$ cat src/pipeSkid.sv
module pipeSkid #(
  parameter type payload_t = logic [7:0]
) (
  input  logic     clk,
  input  logic     arstN,

  input  logic     inValid,
  input  payload_t inData,
  output logic     inReady,   // Registered, from occupancy only

  output logic     outValid,
  output payload_t outData,
  input  logic     outReady
);

  logic     skidValid;
  payload_t skidData;

  logic inFire;
  logic mainFree;   // Main register empty or draining this cycle
  logic loadMain;
  logic loadSkid;
  logic mainValidNext;
  logic skidValidNext;

  // ------------------------------------------------------------
  // Occupancy
  // ------------------------------------------------------------

  assign inFire   = inValid && inReady;
  assign mainFree = !outValid || outReady;

  // Skid drains into main first, new input goes to main only if skid is empty
  assign loadMain = mainFree && (skidValid || inFire);
  assign loadSkid = !mainFree && inFire;

  always_comb begin
    mainValidNext = outValid;
    skidValidNext = skidValid;
    if (mainFree) begin
      mainValidNext = skidValid || inFire;
      skidValidNext = 1'b0;
    end else if (inFire) begin
      skidValidNext = 1'b1;
    end
  end

  always_ff @(posedge clk or negedge arstN) begin
    if (!arstN) begin
      outValid  <= 1'b0;
      skidValid <= 1'b0;
      inReady   <= 1'b0;
    end else begin
      outValid  <= mainValidNext;
      skidValid <= skidValidNext;
      inReady   <= !skidValidNext; // Room left for one more
    end
  end

  // ------------------------------------------------------------
  // Data path
  // ------------------------------------------------------------

  always_ff @(posedge clk) begin
    if (loadMain) begin
      outData <= skidValid ? skidData : inData;
    end
    if (loadSkid) begin
      skidData <= inData;
    end
  end

  // Registered ready must never let an item land on a full skid
  assert property (@(posedge clk) disable iff (!arstN)
    loadSkid |-> !skidValid)
    else $error("skid register overwritten, accepted item lost");

endmodule

$ cat config.mk
export PLATFORM = sky130hd
export DESIGN_NAME = pipeSkid
export DESIGN_NICKNAME = d
export VERILOG_FILES = /design/src/pipeSkid.sv
export SDC_FILE = /design/constraint.sdc
export NUM_CORES = 1
export LEC_CHECK = 0
export BUFFER_PORTS_ARGS = -buffer_cell sky130_fd_sc_hd__clkbuf_2
export CAP_MARGIN = 20
export CORE_AREA = 5 5 45 47
export CTS_CLUSTER_DIAMETER = 100
export CTS_CLUSTER_SIZE = 8
export DETAILED_ROUTE_END_ITERATION = 16
export DIE_AREA = 0 0 50 52
export PLACE_DENSITY = 0.73
export SKIP_LAST_GASP = 1
export SYNTH_ARGS = -nofsm -noshare
export SYNTH_HDL_FRONTEND = slang
export SYNTH_SLANG_ARGS = --single-unit
$ cat constraint.sdc
create_clock -name clk -period 2.4 [get_ports clk]
set_clock_uncertainty 0.2 [all_clocks]
set_input_delay 0.72 -clock clk [delete_from_list [all_inputs] [get_ports clk]]
set_output_delay 0.72 -clock clk [all_outputs]
set_load 0.005 [all_outputs]
==> results of run 1 <==
cells by family after synthesis:
kind of cell,count (synthesis),synth area share
AOI/OAI and AO/OA,1,0.0220
and+or+nand+nor,7,0.0491
DFF,19,0.751
muxes,8,0.162
buffers and inverters,1,0.0152
cell usage after synthesis:
cell	number	area, µm²
nor2_1	2	7.51
buf_6	1	11.3
a21oi_4	1	16.3
nand2b_1	2	12.5
dfrtp_1	3	75.1
mux2_4	8	120
edfxtp_1	16	480
nand2_1	1	3.75
and3_1	1	6.26
nor2b_1	1	6.26
state kept, by name, summed over array words and instances, names as in the netlist:
signal / cells
inReady: 1
outValid: 1
outData: 8
skidValid: 1
skidData: 8
layout make-up:
| type | count | area [µm²] | share of cell area |
|---|---|---|---|
| sequential | 19 | 556 | 0.618 |
| clock inverter | 1 | 5.00 | 0.00556 |
| clock buffer | 3 | 22.5 | 0.0250 |
| multi-input combinational | 16 | 173 | 0.192 |
| tap | 17 | 21.3 | 0.0236 |
| timing repair buffer | 23 | 123 | 0.136 |
through the flow:
stage               power, µW  cells  utilization  cell area [µm²]
floorplan                 463     36            -              739
global placement          497     74        0.534              862
detailed placement        499     74        0.534              862
CTS                       652     78        0.551              890
global route              677     79        0.557              900
finish                    644     79        0.557              900
worst reg2reg max path, stage by stage, from the launching register on:
cell and delay, ns:
dfrtp_1 0.70, a21oi_4 0.07, nor2_1 0.13, buf_4 0.17
cells in the final DEF (no fill, tap or decap):
master,count
clkinv_2,1
a21oi_4,1
clkbuf_2,21
dlygate4sd3_1,1
nand2b_1,2
nor2b_1,1
nor2_1,2
clkbuf_4,3
dfrtp_1,3
nand2_1,1
edfxtp_1,16
and3_1,1
mux2_4,8
buf_4,1
power by group through the flow:
stage               sequential [µW]  combinational [µW]  clock, µW
floorplan                       411                51.6          0
global placement                415                81.8          0
detailed placement              416                83.3          0
CTS                             409                83.6        160
global route                    412                92.0        173
finish                          408                82.9        153
worst min path at each step:
| stage | from | endpoint | slack, ns |
|---|---|---|---|
| finish | skidData[1]$_DFFE_PP_ | outData[1]$_DFFE_PP_ | 0.36 |
| global route | skidData[3]$_DFFE_PP_ | outData[3]$_DFFE_PP_ | 0.37 |
| CTS | arstN | outValid$_DFFE_PN0P_ | 0.0003 |
| detailed placement | arstN | inReady$_DFF_PN0_ | 0.32 |
| global placement | outValid$_DFFE_PN0P_ | outValid$_DFFE_PN0P_ | 0.31 |
| floorplan | arstN | inReady$_DFF_PN0_ | 0.22 |
per-layer routing:
layer	GRT usage	up-vias
met5	0	-
met1	0.0948	169
met2	0.142	12
li1	-	188
met4	0.0524	0
met3	0.0315	2
==> results.md, run 1 <==
- Die X-Extent: 50 µm
- Critical path's top delay family: flip-flops
- Ratio of cells with drive above 1 in the final layout: 0.565
- Final setup fails: 0
- FF-to-FF setup slack: 0.84 ns
- Clk pwr share: 0.237
- Clk_lat worst skew: 0.28 ns
- Max frequency: 569 MHz
- Port Buffers: 21
- Status: complete, no violations
- Num ports: 22
- Req. time, crit path: 1.48 ns
- Yosys warns: 0
- Vias in the first global route: 371
- Worst setup startpoint: inReady$_DFF_PN0_
- Tcrit/Tclk final: 0.733
- Dpl ws: 0.469 ns
- WL/cell: 12.6 µm
- Fillcell total: 134
- Post_cts resized: 0
- Sequential power share: 0.634
- Synth Register Bits: 19
- Worst R2R End: outData[6]$_DFFE_PP_
- CTS tree: yes
- Min Tclk post-route: 1.76 ns
- Die height: 52 µm
- Fin. Hold Viols: 0
- Routed WL: 997 µm
- Max-slew violation count: 0
- Cell area after synthesis: 739 µm²
- Number of cells on the critical path: 1
- Sw Share: 0.218
- Area grow syn2layout: 21.7%
- Startpoint Class: flip-flop
- Top sig layer: met4
- Worst rel slew slack: 0.639
- RSZ-0062 raised after global routing: no
- N_diodes: 0
- Leak: 0.000378 µW
- Hold_ws: 0.356 ns
- Vias: 371
- Root Buffer: clkbuf_4
- CP Capture Point: inReady
- Drt initial violations: 16
- Worst Hold Depth: 1
- Final setup margin: 0.641 ns
- Met2 Routed Length: 513 µm
- Largest net degree at the start of global routing: 12
- Initial core utilization: 0.458
- Critical Path AT: 0.84 ns
- Critical path cell sequence: clkbuf_2
- Worst path max stage delay: 0.43 ns
- Max FO, Critical Path: 3
- Post-CTS Hold Fix Bufs: 0
- Comb power frac: 0.129
- PD cells: 716 nW/µm²
- First-pass GRT wire length: 1.67 mm
- Final setup TNS: 0 ns
- Post-CTS Setup Bufs: 0
- Initial antenna violation count: 0
- Met3 WL: 88 µm
- CP Class: reg2out
- Worst R2R Path Depth: 3
- Worst path slowest cell: dfrtp_1
- CP Capture Type: output pin
- Num CTS Buffers: 3
- Total gr overflow: 0
- Worst r2r src: skidValid$_DFF_PN0_
- Die area: 2600 µm²
- Fin nets: 75
- Netlist cell types: 10
- NetSw: 140 µW
- Internal power: 504 µW
- Core area: 1610 µm²
- Clock sinks: 19
- Number of nets still failing antenna checks after routing: 0
- Clk buf depth: 2
- DR pass1 iterations: 4
- GPL Wtd Cong: 0.623
- M1 WL: 385 µm
- Vias/cell: 4.70
- Sequential fraction of the synthesis area: 0.751
- Max Cap Violations: 0
- Clock transition at path regs: 0.11 ns
- Post-DP HPWL: 776 µm
- Crit path buffers/inverters: 1
- Max VDD drop: 0.363 mV
- Num rows: 15
- Worst hold-check path type: reg2reg
- Total GRT Usage: 0.0868
- Residual DRC: 0
- Post-Synthesis Cells: 36
- Synth Net Count: 48
- Avg Inst Size Synth: 20.5 µm²
- CTS H-tree depth: 1
- Worst Tran Pin Value: 0.541 ns
No activity file was read; power rests on OpenSTA's default activity.
==> run 2, diff against run 1 <==
Settings changed: CORE_AREA 5 5 45 47 to 5 5 46 48, DIE_AREA 0 0 50 52 to 0 0 51 53, PLACE_DENSITY 0.73 to 0.7.
Clock period 2.4 ns to 1.7 ns, I/O delays scaled along.
==> run 2 against run 1 <==
Wire length grew 6.1%. Die area grew 4.0%. Count of clock-buffer cells in the layout grew 1. Register-to-register slack lost 0.60 ns. Global-route usage grew 0.83 points. Largest cell class unchanged. Sequential power grew 39%. Flip-flop and latch count is the same. Worst setup slack lost 0.50 ns. Critical endpoint unchanged. Sequential share of layout area shrank 0.93 points.
==> results.md, run 2 (synthesized netlist as in run 1, its figures left out) <==
- Status: complete, no violations
- Max-slew violation count: 0 (unchanged)
- PD cells: 1010 nW/µm² (+41%)
- Worst R2R Path Depth: 2 (-1)
- Die area: 2700 µm² (+4.0%)
- Die height: 53 µm (+1.9%)
- Max VDD drop: 0.463 mV (+28%)
- Min Tclk post-route: 1.56 ns
- Area grow syn2layout: 23.5%
- CP Capture Point: inReady
- Clock transition at path regs: 0.10 ns (about the same)
- Worst hold-check path type: in2reg
- Ratio of cells with drive above 1 in the final layout: 0.563 (-0.00202)
- FF-to-FF setup slack: 0.24 ns (-0.60 ns)
- Final setup fails: 0 (unchanged)
- Die X-Extent: 51 µm (+2.0%)
- Max Cap Violations: 0 (unchanged)
- Number of nets still failing antenna checks after routing: 0 (unchanged)
- Final setup TNS: 0 ns (unchanged)
- Worst path slowest cell: dfrtp_1
- Vias/cell: 4.60 (-1.9%)
- Largest net degree at the start of global routing: 11 (-1)
- Fin. Hold Viols: 0 (unchanged)
- DR pass1 iterations: 2 (-2)
- Initial antenna violation count: 0 (unchanged)
- Num CTS Buffers: 3 (unchanged)
- Worst R2R End: skidData[7]$_DFFE_PP_
- Vias: 373 (+0.54%)
- N_diodes: 0 (unchanged)
- GPL Wtd Cong: 0.693 (+11%)
- Critical path's top delay family: flip-flops
- Drt initial violations: 5 (-11)
- WL/cell: 13.1 µm (+3.5%)
- Root Buffer: clkbuf_4
- Post_cts resized: 0 (unchanged)
- Routed WL: 1.06 mm (+6.1%)
- Max FO, Critical Path: 3 (unchanged)
- CTS tree: yes
- CP Capture Type: output pin
- Clk_lat worst skew: 0.29 ns (about the same)
- Tcrit/Tclk final: 0.917
- CP Class: reg2out
- Num ports: 22 (unchanged)
- Worst r2r src: outValid$_DFFE_PN0P_
- Port Buffers: 21 (unchanged)
- CTS H-tree depth: 1 (unchanged)
- Total GRT Usage: 0.0951 (+0.00827)
- Max frequency: 641 MHz
- Biggest regs: outData (8), skidData (8)
- Worst rel slew slack: 0.766 (+0.126)
- Clk buf depth: 2 (unchanged)
- Most common cell after layout, fill and taps aside: clkbuf_2
- Layout Cell Area excl Fill: 913 µm² (+1.5%)
- Req. time, crit path: 0.99 ns (-0.49 ns)
- First-pass GRT wire length: 1.75 mm (+5.0%)
- Initial core utilization: 0.443 (-0.0154)
- Num rows: 15 (unchanged)
- Residual DRC: 0 (unchanged)
- Core area: 1670 µm² (+3.5%)
- Critical Path AT: 0.85 ns (about the same)
- Final setup margin: 0.141 ns (-0.501 ns)
- Startpoint Class: flip-flop
- Total gr overflow: 0 (unchanged)
- Placed Area: 877 µm² (+1.7%)
- Vias in the first global route: 415 (+12%)
- Worst path max stage delay: 0.43 ns (about the same)
- Crit path buffers/inverters: 1 (unchanged)
- Dpl ws: 0.0218 ns (-0.447 ns)
- Clock sinks: 19 (unchanged)
- Hold_ws: 0.203 ns (-0.153 ns)
- Worst setup startpoint: inReady$_DFF_PN0_
- Critical path cell sequence: clkbuf_2
- Leak: 0.000385 µW (+2.0%)
- Worst Tran Pin Value: 0.352 ns (-0.189 ns)
- Post-DP HPWL: 838 µm (+8.1%)
- RSZ-0062 raised after global routing: no
- Number of cells on the critical path: 1 (unchanged)
- Most frequent cells in the layout: 21 x clkbuf_2, 16 x edfxtp_1, 8 x mux2_4
- Fin nets: 77 (+2.7%)
## run 2: cell types whose count changed in the layout (fill, tap and decap cells not counted), sizes merged
cell	delta
buf	+2
clkbuf	+1
clkinv	-1
## run 2: per-layer routing
metal	routed length (µm)	global-route usage	part of all wire	up-vias
met2	549	0.165	0.52	17
li1	-	-	-	189
met3	62	0.0338	0.059	2
met5	0	0	0	-
met4	19	0.0673	0.018	0
met1	426	0.0937	0.40	165
## run 2: what timing repair did
item / in CTS / in global routing
buffers inserted: 0 / 0
endpoints found under the setup margin: 0 / 0
hold buffers: 1 / 0
endpoints found under the hold margin: 3 / 0
## run 2: worst min-delay path by stage
stage / startpoint / endpoint / cells after the start
finish: inData[1] / skidData[1]$_DFFE_PP_ / 1
global placement: arstN / outValid$_DFFE_PN0P_ / 1
CTS: inData[0] / skidData[0]$_DFFE_PP_ / 1
floorplan: arstN / inReady$_DFF_PN0_ / 0
global route: inData[0] / skidData[0]$_DFFE_PP_ / 1
detailed placement: arstN / outValid$_DFFE_PN0P_ / 1
## run 2: where the power goes
| part | total [µW] | internal (µW) | switching, µW |
|---|---|---|---|
| sequential | 568 | 554 | 14.2 |
| clock | 222 | 91.4 | 130 |
| combinational | 132 | 75.9 | 56.2 |
| total | 922 | 721 | 201 |
## run 2: stage by stage
stage                      util  power, µW  std cells
final                     0.547        922         81
after global routing      0.547        969         81
after CTS                 0.547        934         81
after detailed placement  0.525        713         76
after global placement    0.525        710         76
after floorplan               -        653         36
## run 2: layout make-up
type / count / area, µm²
fill: 140 / 757
multi-input combinational: 16 / 173
timing repair buffer: 25 / 138
tap: 17 / 21.3
clock buffer: 4 / 26.3
sequential: 19 / 556
## run 2: worst reg2reg max path, cell delays in order (launching register included)
cell     delay [ns]
dfrtp_1        0.38
nor2b_1        0.17
and3_1         0.39
==> run 3, diff against run 2 <==
Settings changed: CELL_PAD_IN_SITES_DETAIL_PLACEMENT set to 1, CELL_PAD_IN_SITES_GLOBAL_PLACEMENT set to 2, CORE_AREA 5 5 46 48 to 5 5 53 55, DIE_AREA 0 0 51 53 to 0 0 58 60, PLACE_DENSITY 0.7 to 0.71, REMOVE_ABC_BUFFERS set to 1.
==> run 3 against run 2 <==
Worst hold slack better by 0.0072 ns. Register-to-register slack about the same. Combinational power up 3%. Die area up 29%. Largest cell class unchanged.
==> results.md, run 3 (synthesized netlist as in run 1, its figures left out) <==
- Core area: 2340 µm² (+40%)
- Routed WL: 1.20 mm (+14%)
- Worst R2R End: skidData[2]$_DFFE_PP_
- Post_cts resized: 0 (unchanged)
- GPL Wtd Cong: 0.592 (-15%)
- Num ports: 22 (unchanged)
- CP Class: reg2out
- Crit path buffers/inverters: 1 (unchanged)
- Worst R2R Path Depth: 2 (unchanged)
- DR pass1 iterations: 4 (+2)
- Max-slew violation count: 0 (unchanged)
- Total power: 920 µW (-0.16%)
- Req. time, crit path: 0.99 ns (about the same)
- Clock transition at path regs: 0.11 ns (about the same)
- Fillcell total: 262 (+87%)
- CP Capture Type: output pin
- Drt initial violations: 2 (-3)
- Worst setup startpoint: inReady$_DFF_PN0_
- PD cells: 988 nW/µm² (-2.0%)
- Critical path cell sequence: clkbuf_2
- Number of nets still failing antenna checks after routing: 0 (unchanged)
- Final Util: 0.397 (-0.149)
- Initial core utilization: 0.316 (-0.127)
- Worst hold endpoint: skidData[0]$_DFFE_PP_
- First-pass GRT wire length: 2.00 mm (+14%)
- Die height: 60 µm (+13%)
- Ratio of cells with drive above 1 in the final layout: 0.578 (+0.0156)
- Startpoint Class: flip-flop
- Clock sinks: 19 (unchanged)
- Worst Hold Depth: 1 (unchanged)
- Final setup TNS: 0 ns (unchanged)
- Total GRT Usage: 0.0795 (-0.0155)
- Num CTS Buffers: 3 (unchanged)
- Final setup margin: 0.149 ns (+0.00853 ns)
- Worst rel slew slack: 0.762 (-0.00369)
- Min Tclk post-route: 1.55 ns (-0.00853 ns)
- Max frequency: 645 MHz (+0.55%)
- Max VDD drop: 0.588 mV (+27%)
- Status: complete, no violations
- RSZ-0062 raised after global routing: no
- Num rows: 18 (+3)
- Vias: 406 (+8.8%)
- N_diodes: 0 (unchanged)
- Root Buffer: clkbuf_4
- Max Cap Violations: 0 (unchanged)
- Most frequent cells in the layout: 21 x clkbuf_2, 16 x edfxtp_1, 8 x mux2_4
- Clk_lat worst skew: 0.29 ns (about the same)
- Die X-Extent: 58 µm (+14%)
- WL/cell: 12.8 µm (-2.0%)
- FF-to-FF setup slack: 0.23 ns (about the same)
- CTS tree: yes
- Area grow syn2layout: 25.9%
- Post-DP HPWL: 993 µm (+18%)
- Final setup fails: 0 (unchanged)
- Tcrit/Tclk final: 0.912 (-0.00502)
- Fin nets: 77 (unchanged)
- Worst r2r src: outValid$_DFFE_PN0P_
- Dpl ws: 0.0189 ns (-0.00297 ns)
- Port Buffers: 21 (unchanged)
- Most common cell after layout, fill and taps aside: clkbuf_2
- Post-CTS Hold Fix Bufs: 1 (unchanged)
- Min-delay src: inData[0]
- Worst path slowest cell: dfrtp_1
- Post-Layout Cell Count: 94 (+16%)
- Die area: 3480 µm² (+29%)
- Worst path max stage delay: 0.43 ns (about the same)
- Largest net degree at the start of global routing: 12 (+1)
- Initial antenna violation count: 0 (unchanged)
- Total gr overflow: 0 (unchanged)
- Clk buf depth: 2 (unchanged)
- Register area: 556 µm² (unchanged)
- Placed Cells: 89 (+17%)
- Critical Path AT: 0.84 ns (about the same)
- Max FO, Critical Path: 3 (unchanged)
- Fin. Hold Viols: 0 (unchanged)
- Post-CTS Setup Bufs: 0 (unchanged)
- Vias/cell: 4.32 (-6.2%)
- Vias in the first global route: 445 (+7.2%)
- CTS H-tree depth: 1 (unchanged)
- Leak: 0.000388 µW (+0.71%)
- Residual DRC: 0 (unchanged)
- Critical path's top delay family: flip-flops
- Biggest regs: outData (8), skidData (8)
- Multi-input combinational cell area: 173 µm² (unchanged)
- Worst hold-check path type: in2reg
- Worst Tran Pin Value: 0.357 ns (+0.00554 ns)
run 3: worst max path at each step:
stage                       endpoint  slack, ns  depth (start not counted)
4_1_cts                      inReady       0.14                          1
6_report                     inReady       0.15                          1
3_3_place_gp   skidData[3]$_DFFE_PP_       0.07                          3
2_1_floorplan   outData[0]$_DFFE_PP_       0.06                          2
3_5_place_dp   skidData[7]$_DFFE_PP_       0.02                          3
5_1_grt                      inReady       0.08                          1
run 3: routing by layer:
| metal | track usage | wire length (µm) |
|---|---|---|
| met5 | 0 | 0 |
| met4 | 0.0397 | 9 |
| met3 | 0.0302 | 97 |
| met2 | 0.150 | 647 |
| met1 | 0.0743 | 448 |
run 3: stage by stage:
stage | area (µm²) | hold WS [ns]
after floorplan | 728 | 0.0144
after global placement | 893 | 0.111
after detailed placement | 893 | 0.111
after CTS | 931 | 0.198
after global routing | 931 | 0.189
final | 931 | 0.210
run 3: layout make-up:
cell class                 instances  share of cell area
clock buffer                       3              0.0242
clock inverter                     1             0.00538
multi-input combinational         16               0.185
sequential                        19               0.597
tap                               30              0.0403
timing repair buffer              25               0.148
run 3: power breakdown:
group          switching (µW)  total (µW)  internal [µW]  leakage [µW]
combinational            59.5         136           76.0      0.000187
sequential               14.9         569            554      0.000184
clock                     129         216           87.3     0.0000177
