--- config.mk ---
export PLATFORM = sky130hd
export DESIGN_NAME = pixelArbiter
export DESIGN_NICKNAME = d
export VERILOG_FILES = /design/src/pixelPkg.sv /design/src/pixelArbiter.sv
export SDC_FILE = /design/constraint.sdc
export NUM_CORES = 1
export LEC_CHECK = 0
export ABC_AREA = 1
export BUFFER_PORTS_ARGS = -buffer_cell sky130_fd_sc_hd__clkbuf_2
export CORE_MARGIN = 3
export CORE_UTILIZATION = 39
export CTS_CLUSTER_SIZE = 10
export DETAILED_ROUTE_END_ITERATION = 10
export HOLD_SLACK_MARGIN = 0.05
export MAX_ROUTING_LAYER = met4
export PLACE_DENSITY = 0.8
export SLEW_MARGIN = 5
export SYNTH_ARGS = -nofsm -noshare
export SYNTH_HDL_FRONTEND = slang
export SYNTH_SLANG_ARGS = --single-unit
--- constraint.sdc ---
create_clock -name clk -period 1.8 [get_ports clk]
set_clock_uncertainty 0.1 [all_clocks]
set_input_delay 0.27 -clock clk [delete_from_list [all_inputs] [get_ports clk]]
set_output_delay 0.27 -clock clk [all_outputs]
set_load 0.005 [all_outputs]
--- src/pixelPkg.sv ---
package pixelPkg;

  // ------------------------------------------------------------
  // Frame buffer sizing
  // ------------------------------------------------------------

  // Maximum address width; a 32x32 frame
  // The top level may only shrink the used depth below this
  parameter int addrW = 10;

  parameter int colorW = 8; // One byte per pixel

  // Default number of drawing engine ports
  parameter int numPorts = 8;

  // ------------------------------------------------------------
  // Payload structs
  // ------------------------------------------------------------

  // Engine write, 18 bits
  typedef struct packed {
    logic [addrW-1:0]  addr;
    logic [colorW-1:0] color;
  } pixelWrite_t;

  // Reader request
  typedef struct packed {
    logic [addrW-1:0] addr;
  } pixelRead_t;

  // Read response, address echoed back with the colour
  typedef struct packed {
    logic [addrW-1:0]  addr;
    logic [colorW-1:0] color;
  } pixelResp_t;

endpackage

--- src/pixelArbiter.sv ---
module pixelArbiter #(
  parameter int NumPorts = pixelPkg::numPorts
) (
  input  logic                                   clk,
  input  logic                                   arstN,

  // Engine side
  input  logic                    [NumPorts-1:0] reqValid,
  input  pixelPkg::pixelWrite_t   [NumPorts-1:0] req,
  output logic                    [NumPorts-1:0] reqReady,

  // Registered output stage
  output logic                                   outValid,
  output pixelPkg::pixelWrite_t                  out,
  input  logic                                   outReady
);

  localparam int IdxW = (NumPorts > 1) ? $clog2(NumPorts) : 1;

  // ------------------------------------------------------------
  // Priority select, highest index wins
  // ------------------------------------------------------------

  logic [NumPorts-1:0] grant;    // One-hot
  logic [IdxW-1:0]     grantIdx;
  logic                anyValid;
  logic                outFree;  // Output register empty or draining
  logic                loadOut;

  always_comb begin
    grant    = '0;
    grantIdx = '0;
    anyValid = 1'b0;
    // Ascending scan, so the last hit is the highest port
    for (int i = 0; i < NumPorts; i++) begin
      if (reqValid[i]) begin
        grant    = '0;
        grant[i] = 1'b1;
        grantIdx = IdxW'(i);
        anyValid = 1'b1;
      end
    end
  end

  assign outFree  = !outValid || outReady;
  assign loadOut  = outFree && anyValid;

  // No port sees ready while the output stage is stalled
  assign reqReady = outFree ? grant : '0;

  // ------------------------------------------------------------
  // Output register
  // ------------------------------------------------------------

  always_ff @(posedge clk or negedge arstN) begin
    if (!arstN) begin
      outValid <= 1'b0;
    end else if (outFree) begin
      outValid <= anyValid; // Refill or go empty
    end
  end

  always_ff @(posedge clk) begin
    if (loadOut) begin
      out <= req[grantIdx]; // Winner's payload
    end
  end

  // ------------------------------------------------------------
  // Checks
  // ------------------------------------------------------------

  // At most one engine handshakes per cycle
  assert property (@(posedge clk) disable iff (!arstN)
    $onehot0(reqReady))
    else $error("arbiter granted more than one port: %h", reqReady);

  // Stalled output holds its pixel until the skid takes it
  assert property (@(posedge clk) disable iff (!arstN)
    outValid && !outReady |=> outValid && $stable(out))
    else $error("arbiter output changed under back-pressure");

endmodule

==> out/metrics.cfg, run 1 <==
[timing]
hold_violations = 0
relSlewSlack = 0.550
min_period_ps = 1680
worst-slew-pin-transition_ps = 674
holdWs_ps = 155
period_share = 0.933
fmax_mhz = 595
rsz0062_at_grt = no
setup_violations = 0
slew_violations = 0

[global_routing]
grt_antenna_before_repair = 0
grt_pass1_vias = 3561
grt_pass1_wl_mm = 15.8
grt_max_degree = 37
gr-total-overflow = 0
grt_usage = 0.237

[finish]
nFillCells = 729
diodes = 0
stdcell_area_sq_um = 3890
syn2layout_area_growth_pct = 39.9
drive_gt1_frac = 0.295
nets = 861

[detailed_routing]
wl_per_cell_um = 11.9
drtAntennaViolNets = 0
num_vias = 3857
routed_wl_mm = 9.52
drt_iter0_markers = 113
first_pass_iters = 5
via_per_inst = 4.82
drt_drc_violations_left = 0

[die]
row_count = 30
pin_count = 182
core-area_sq_um = 6870
dieWidth_um = 90.5
die_y_um = 90.5
dieArea_sq_um = 8180
start_util = 0.405

[critical_path]
ff2ff_path_depth = 4
worstPathArrival_ps = 1310
slowest_delay_ps = 180
cp_slowest_cell = nor3_4
cp.depth = 8
path_common_cell = clkbuf_2
worst_r2r_endpoint = out[17]
crit_buf_inv = 4
cp-end-kind = output pin
crit_path_start = reqValid[7]
required_ps = 1430
regToRegSetupSlack_ps = 550
crit_chain = clkbuf_2 -> inv_2 -> nand2_1 -> nor3_4 -> nand3_1 -> buf_4 -> nor4_2 -> clkbuf_2
crit_end = reqReady[0]
start_kind = input port
crit_family = simple AND/OR/NAND/NOR gates
worstPathMaxFanout = 3
critPathKind = in2out
rr_startpoint = outValid

[synthesis]
synth.largest_area_cell = nand3_1
netlist.area_leader.share = 0.263
yosys_warnings = 0
synth.net_count = 693
synth-simple-area-share = 0.521
synth-xor-area-share = 0
syn_area_sq_um = 2780
yosysSeqAreaShare = 0.203
ys_top_cells_by_area = nand3_1 (26%), nand2_1 (23%), inv_1 (20%)
synth_compound_area_frac = 0.00765
synthMuxAreaShare = 0
synth_top_family_by_area = simple AND/OR/NAND/NOR gates
synth.avg_cell_area_sq_um = 5.17
synth.ff_latch_count = 19
yosys.cell_types.count = 18
netlist_instances = 538
synthAdderAreaFrac = 0

[worst_hold_path]
hold_path_class = in2reg
hp-start = reqValid[0]

[clocking]
cts_setup_buffers = 0
clk_pin_slew_ps = 70
clkLatencyLatePin_ps = 250
ctsRootBufferMaster = clkbuf_8
clockBufferDepth = 2
cts_buffers = 3
cts_tree = yes
ctsHtreeMaxLevel = 1
clock-sinks = 19

[power_and_ir_drop]
power_density_nw_per_um2 = 416
ir_drop_uv = 241
total_leakage_power_uw = 0.00268

[outcome]
run_status = complete, no violations

[place]
gp_congestion = 0.928
portBuffers = 181
placed_area_sq_um = 3820
place_hpwl_mm = 7.77

[run]
drv_cap = 0

==> power by group <==
group          switching [uW]  leakage (uW)  internal, uW
Sequential               16.5      0.000185           539
Combinational             432       0.00247           341
Clock                     139     0.0000255           154
==> synthesized netlist by cell type <==
cell / instances
inv_2: 3
nand2_2: 1
nand3_1: 146
nor4_1: 2
inv_1: 151
buf_1: 3
nand2_4: 1
buf_4: 7
a21oi_4: 1
clkbuf_1: 6
nor2_1: 8
nor3_1: 3
nand2_1: 169
dfrtp_1: 1
buf_2: 16
edfxtp_1: 18
nor3_2: 1
a21oi_1: 1
==> worst reg2reg max path, stage by stage, from the launching register on <==
cell and delay (ps):
dfrtp_1 380, inv_1 90, nor2_4 70, nor2_2 150, buf_12 170
==> routing by layer <==
layer | track usage | vias up | share of wire
li1 | - | 1942 | -
met1 | 0.278 | 1705 | 0.40
met2 | 0.428 | 196 | 0.51
met3 | 0.0367 | 14 | 0.081
met4 | 0.0497 | 0 | 0.014
met5 | - | - | 0
==> cell type report <==
class                   count  area, sq um  share of cell area
clock buffers               3         41.3              0.0106
multi-input cells         333         1490               0.384
repair buffers            195         1090               0.280
well taps                  96          120              0.0309
inverters                 154          578               0.149
clock inverters             1         5.00             0.00129
flip-flops and latches     19          566               0.145
==> state kept, by name (all words and copies together) (netlist names) <==
signal / flops
out: 18
outValid: 1
==> layout by cell type (no fill, tap or decap), drive strengths merged <==
master	count
clkbuf	184
nand2	171
inv	154
nand3	146
edfxtp	18
buf	13
nor2	8
nor3	4
a21oi	2
nor4	2
clkinv	1
dlygate4sd3	1
dfrtp	1
==> metrics by stage <==
step	utilization	power, uW	std cells	setup WS (ps)	TNS, ps
floorplan	-	990	538	6.17	0
global placement	0.556	1320	796	4.60	0
detailed placement	0.556	1340	796	-73.3	-441
CTS	0.564	1630	801	23.0	0
global route	0.567	1780	801	14.5	0
finish	0.567	1620	801	120	0
==> cells by family after synthesis <==
family | after synthesis
AND/OR/NAND/NOR | 331
buffers and inverters | 186
flip-flops | 19
AO/OA/AOI/OAI | 2
==> repair_timing <==
item                                    in CTS  in global routing
endpoints found under the setup margin       2                  2
cloned                                       0                  0
hold endpoints to repair                     1                  0
hold buffers                                 1                  0
gates resized for setup                      1                  3
==> how the worst min path moves through the flow <==
| stage | to | slack, ps | cells past startpoint |
|---|---|---|---|
| after floorplan | outValid | -130 | 0 |
| after global placement | outValid | -50 | 1 |
| after detailed placement | outValid | -50 | 1 |
| after CTS | outValid | 150 | 3 |
| after global routing | outValid | 170 | 3 |
| final | outValid | 150 | 3 |
(Power assumes the default switching activity.)
==> run 2: changes to the inputs <==
--- a/config.mk
+++ b/config.mk
@@ -8,12 +8,12 @@
 export ABC_AREA = 1
 export BUFFER_PORTS_ARGS = -buffer_cell sky130_fd_sc_hd__clkbuf_2
 export CORE_MARGIN = 3
-export CORE_UTILIZATION = 39
+export CORE_UTILIZATION = 47
 export CTS_CLUSTER_SIZE = 10
 export DETAILED_ROUTE_END_ITERATION = 10
 export HOLD_SLACK_MARGIN = 0.05
 export MAX_ROUTING_LAYER = met4
-export PLACE_DENSITY = 0.8
+export PLACE_DENSITY = 0.9
 export SLEW_MARGIN = 5
 export SYNTH_ARGS = -nofsm -noshare
 export SYNTH_HDL_FRONTEND = slang
==> constraint.sdc (replaced) <==
create_clock -name clk -period 2.05 [get_ports clk]
set_clock_uncertainty 0.1 [all_clocks]
set_input_delay 0.3075 -clock clk [delete_from_list [all_inputs] [get_ports clk]]
set_output_delay 0.3075 -clock clk [all_outputs]
set_load 0.005 [all_outputs]
==> run 2 against run 1 <==
Compared with the run above: die area fell by 16%; worst hold slack better by 44 ps; critical path type unchanged; sequential cell count is the same; clock power shrank 13%; sequential share of layout area increased by 0.47 points; sequential power decreased by 12%; register-to-register slack better by 140 ps; via count down 0.47%; final cell count is 3.1% lower; core utilization is 11 points higher.
==> out/metrics.cfg, run 2 (synthesized netlist as in run 1, its figures left out) <==
[worst_hold_path]
hold_path_class = in2reg

[place]
portBuffers = 181  ; unchanged
placed_area_sq_um = 3720  ; -2.6%
gp_congestion = 0.910  ; -2.0%
post-place-cells = 771  ; -3.1%
place_hpwl_mm = 7.60  ; -2.3%

[die]
pin_count = 182  ; unchanged
start_util = 0.496  ; +0.0911
dieWidth_um = 82.9  ; -8.3%
row_count = 27  ; -10%
dieArea_sq_um = 6880  ; -16%
core-area_sq_um = 5610  ; -18%
die_y_um = 82.9  ; -8.3%

[timing]
relSlewSlack = 0.582  ; +0.0318
rsz0062_at_grt = no
slew_violations = 0  ; unchanged
worst-slew-pin-transition_ps = 627  ; -47.6 ps
period_share = 0.939
setup_violations = 0  ; unchanged
hold_violations = 0  ; unchanged
min_period_ps = 1920
fin_setup_tns_ps = 0  ; unchanged
fmax_mhz = 519

[critical_path]
critPathKind = in2out
crit_family = buffers and inverters
worstPathArrival_ps = 1520  ; +210 ps
required_ps = 1640  ; +210 ps
cp-end-kind = output pin
cp_slowest_cell = buf_4
crit_chain = clkbuf_2 -> inv_2 -> nand2_1 -> nor3_2 -> buf_4 -> inv_1 -> nor4_1 -> clkbuf_2
slowest_delay_ps = 260  ; +80 ps
start_kind = input port
worstPathMaxFanout = 19  ; +16
path_common_cell = clkbuf_2
crit_buf_inv = 5  ; +1

[finish]
layout_commonest_cell = clkbuf_2
largest_reg_flops = 18  ; unchanged
final_cell_mix = clkbuf_2 (181), nand2_1 (169), inv_1 (151)
fin_cells = 776  ; -3.1%
nets = 860  ; -0.12%
top_register = out
nFillCells = 532  ; -27%
diodes = 0  ; unchanged
stdcell_area_sq_um = 3770  ; -3.1%
largestRegisters = out: 18 flops, outValid: 1 flops
syn2layout_area_growth_pct = 35.6
drive_gt1_frac = 0.290  ; -0.00526

[power_and_ir_drop]
ir_drop_uv = 240  ; -0.47%
total_leakage_power_uw = 0.00264  ; -1.3%
power_density_nw_per_um2 = 372  ; -11%

[detailed_routing]
first_pass_iters = 7  ; +2
num_vias = 3839  ; -0.47%
drt_iter0_markers = 304  ; +170%
drtAntennaViolNets = 0  ; unchanged
via_per_inst = 4.95  ; +2.7%
routed_wl_mm = 9.23  ; -3.1%
drt_drc_violations_left = 0  ; unchanged
wl_per_cell_um = 11.9  ; about the same

[global_routing]
grt_pass1_vias = 3533  ; -0.79%
grt_antenna_before_repair = 0  ; unchanged
grt_usage = 0.264  ; +0.0277
grt_pass1_wl_mm = 15.2  ; -4.3%
gr-total-overflow = 0  ; unchanged
grt_max_degree = 55  ; +49%

[run]
drv_cap = 0  ; unchanged

[clocking]
clkLatencyLatePin_ps = 250  ; about the same
clockBufferDepth = 2  ; unchanged
ctsHtreeMaxLevel = 1  ; unchanged
cts_tree = yes
clock-sinks = 19  ; unchanged
cts_resized = 0  ; -1
clk_pin_slew_ps = 70  ; about the same
ctsRootBufferMaster = clkbuf_8
cts_setup_buffers = 0  ; unchanged
cts_buffers = 3  ; unchanged

[outcome]
run_status = complete, no violations

==> run 2: report_power, final <==
part | total [uW] | switching, uW | internal (uW) | leakage, uW
clock network | 256 | 118 | 138 | 0.0000228
logic | 658 | 377 | 281 | 0.00243
registers | 489 | 15.6 | 473 | 0.000185
total | 1400 | 511 | 892 | 0.00264
==> run 2: area by class of cell <==
type                    instances  area (sq um)  share of cell area
multi-input cells             333          1470               0.391
repair buffers                194          1020               0.270
well taps                      72          90.1              0.0239
flip-flops and latches         19           566               0.150
inverters                     154           578               0.153
clock buffers                   4          45.0              0.0119
==> run 2: worst reg2reg max path, stage by stage (launching register included) <==
cell     delay [ps]
dfrtp_1         370
inv_1            50
nor2_1           30
buf_4           150
nor2_2          100
buf_4           250
==> run 2: per-stage QoR <==
step / total power (uW) / hold WS [ps] / setup WS, ps / utilization
after floorplan: 869 / -88.1 / 219 / -
after global placement: 1130 / -16.3 / 209 / 0.663
after detailed placement: 1150 / -16.5 / 132 / 0.663
after CTS: 1410 / 200 / 119 / 0.672
after global routing: 1520 / 199 / 26.8 / 0.672
final: 1400 / 199 / 125 / 0.672
==> run 2: per-layer routing <==
layer / GRT usage / routed length (um) / up-vias
met5: - / 0 / -
met4: 0.0728 / 155 / 0
met3: 0.0427 / 908 / 16
met2: 0.452 / 4550 / 223
met1: 0.323 / 3610 / 1664
li1: - / - / 1936
==> run 2: what timing repair did <==
| action | in CTS | in global routing |
|---|---|---|
| endpoints found under the hold margin | 1 | 0 |
| hold buffers | 1 | 0 |
| setup endpoints to repair | 0 | 0 |
==> run 2: path summary, 6_finish.rpt <==
check / startpoint / end / slack [ps] / depth (start not counted)
worst max-delay path: reqValid[7] / reqReady[2] / 130 / 8
worst min-delay path: reqValid[0] / outValid / 200 / 3
worst max register to register: outValid / out[6] / 690 / 5
worst min register to register: outValid / outValid / 680 / 5
max in group asynchronous: arstN / outValid / 1510 / 2
min in group asynchronous: arstN / outValid / 260 / 2
==> run 3: changes to the inputs <==
--- a/config.mk
+++ b/config.mk
@@ -6,14 +6,14 @@
 export NUM_CORES = 1
 export LEC_CHECK = 0
 export ABC_AREA = 1
-export BUFFER_PORTS_ARGS = -buffer_cell sky130_fd_sc_hd__clkbuf_2
 export CORE_MARGIN = 3
-export CORE_UTILIZATION = 47
+export CORE_UTILIZATION = 62
 export CTS_CLUSTER_SIZE = 10
 export DETAILED_ROUTE_END_ITERATION = 10
+export DONT_BUFFER_PORTS = 1
 export HOLD_SLACK_MARGIN = 0.05
 export MAX_ROUTING_LAYER = met4
-export PLACE_DENSITY = 0.9
+export PLACE_DENSITY = 0.8
 export SLEW_MARGIN = 5
 export SYNTH_ARGS = -nofsm -noshare
 export SYNTH_HDL_FRONTEND = slang
==> run 3 against run 2 <==
Compared with the run above: core utilization up 0.76 points; clock-buffer cell count unchanged; first-iteration DRC count down 31%; final area down 25%; critical path depth down 2; worst hold slack worse by 120 ps; wire length down 14%; power down 13%; worst setup slack better by 170 ps; clock power about the same; global-route usage up 1.8 points; non-clock buffer count down 181; critical endpoint unchanged.
==> out/metrics.cfg, run 3 (synthesized netlist as in run 1, its figures left out) <==
[outcome]
run_status = complete, no violations

[clocking]
clockBufferDepth = 2  ; unchanged
cts_buffers = 3  ; unchanged
clkLatencyLatePin_ps = 250  ; about the same
cts_resized = 0  ; unchanged
ctsRootBufferMaster = clkbuf_8
cts_setup_buffers = 0  ; unchanged
ctsHtreeMaxLevel = 1  ; unchanged
clk_pin_slew_ps = 70  ; about the same
clock-sinks = 19  ; unchanged
cts_tree = yes

[critical_path]
crit_path_start = reqValid[6]
ff2ff_path_depth = 5  ; unchanged
worstPathMaxFanout = 19  ; unchanged
critPathKind = in2out
rr_startpoint = outValid
regToRegSetupSlack_ps = 650  ; -40 ps
worst_r2r_endpoint = out[2]
worstPathArrival_ps = 1340  ; -180 ps
crit_end = reqReady[2]
start_kind = input port
required_ps = 1640  ; about the same
cp-end-kind = output pin

[detailed_routing]
drt_iter0_markers = 211  ; -31%
first_pass_iters = 4  ; -3
wl_per_cell_um = 13.8  ; +16%
drt_drc_violations_left = 0  ; unchanged
routed_wl_mm = 7.89  ; -14%
drtAntennaViolNets = 0  ; unchanged
via_per_inst = 5.51  ; +11%
num_vias = 3158  ; -18%

[die]
dieWidth_um = 73.0  ; -12%
die_y_um = 73.0  ; -12%
core-area_sq_um = 4170  ; -26%
pin_count = 182  ; unchanged
dieArea_sq_um = 5330  ; -23%
start_util = 0.667  ; +0.171
row_count = 23  ; -15%

[timing]
worst-slew-pin-transition_ps = 606  ; -20.1 ps
slew_violations = 0  ; unchanged
min_period_ps = 1750  ; -173 ps
rsz0062_at_grt = no
relSlewSlack = 0.595  ; +0.0134
setup_violations = 0  ; unchanged
fmax_mhz = 571  ; +9.9%
period_share = 0.855  ; -0.0842
hold_violations = 0  ; unchanged
fin_setup_tns_ps = 0  ; unchanged

[finish]
diodes = 0  ; unchanged
nets = 679  ; -21%
largestRegisters = out: 18 flops, outValid: 1 flops
syn2layout_area_growth_pct = 2.02
drive_gt1_frac = 0.0440  ; -0.246
largest_reg_flops = 18  ; unchanged
stdcell_area_sq_um = 2840  ; -25%
layout_commonest_cell = nand2_1
top_register = out
final_cell_mix = nand2_1 (169), inv_1 (151), nand3_1 (146)

[place]
gp_congestion = 0.884  ; -2.9%
portBuffers = 0  ; -100%
place_hpwl_mm = 6.31  ; -17%
placed_area_sq_um = 2780  ; -25%

[power_and_ir_drop]
ir_drop_uv = 262  ; +9.4%
switchingPower_uw = 447  ; -13%
power_frac_seq = 0.407  ; +0.059
power.internal_uw = 772  ; -13%
power_frac_clock = 0.208  ; +0.025
total_leakage_power_uw = 0.00189  ; -29%
p_comb_frac = 0.385  ; -0.084
power_density_nw_per_um2 = 430  ; +15%
swShare = 0.366  ; +0.00242

[worst_hold_path]
hold_path_class = in2reg

[run]
drv_cap = 0  ; unchanged

[global_routing]
grt_pass1_vias = 2577  ; -27%
gr-total-overflow = 0  ; unchanged
grt_antenna_before_repair = 0  ; unchanged
grt_pass1_wl_mm = 11.6  ; -23%
grt_max_degree = 44  ; -20%
grt_usage = 0.283  ; +0.0181

## run 3: changes by cell type in the layout (fill, tap and decap cells not counted)
cell | before | now
clkbuf_2 | 181 | 0
## run 3: worst min-delay path by stage
stage	to	slack, ps	cells after the start	from
after detailed placement	outValid	-90	0	arstN
after floorplan	outValid	-90	0	arstN
after global placement	outValid	-90	0	arstN
final	outValid	80	2	reqValid[0]
after global routing	outValid	90	2	reqValid[0]
after CTS	outValid	80	2	reqValid[0]
## run 3: layout make-up
| class | count | area, sq um |
|---|---|---|
| repair buffers | 13 | 113 |
| multi-input cells | 333 | 1470 |
| flip-flops and latches | 19 | 566 |
| fillers | 423 | 1340 |
| inverters | 154 | 578 |
| well taps | 50 | 62.6 |
| clock buffers | 4 | 45.0 |
## run 3: power groups by stage
stage	logic [uW]	clock network, uW	registers, uW
2_1_floorplan	374	0	495
3_3_place_gp	458	0	505
3_5_place_dp	465	0	505
4_1_cts	468	257	496
5_1_grt	537	272	499
6_report	469	254	496
## run 3: repair_timing
item	CTS	global route
hold buffers	1	0
endpoints found under the hold margin	1	0
endpoints found under the setup margin	0	0
## run 3: through the flow
step | util | instances | total power, uW | worst slack (ps) | hold slack [ps]
after floorplan | - | 538 | 869 | 219 | -88.1
after global placement | 0.667 | 568 | 963 | 303 | -88.1
after detailed placement | 0.667 | 568 | 970 | 280 | -88.1
after CTS | 0.680 | 573 | 1220 | 294 | 77.8
after global routing | 0.680 | 573 | 1310 | 217 | 91.6
final | 0.680 | 573 | 1220 | 298 | 79.6
## run 3: layer usage
metal / GRT usage / vias up / wire length, um / share of wire
met2: 0.464 / 197 / 3820 / 0.48
met4: 0.0369 / 0 / 59 / 0.0075
met5: - / - / 0 / 0
met3: 0.0386 / 9 / 752 / 0.095
li1: - / 1575 / - / -
met1: 0.381 / 1377 / 3260 / 0.41
## run 3: worst max-delay path, cell delays in order
cell,delay [ps]
inv_1,60
nand2_1,110
nor3_2,170
buf_4,260
inv_1,100
nor4_1,330
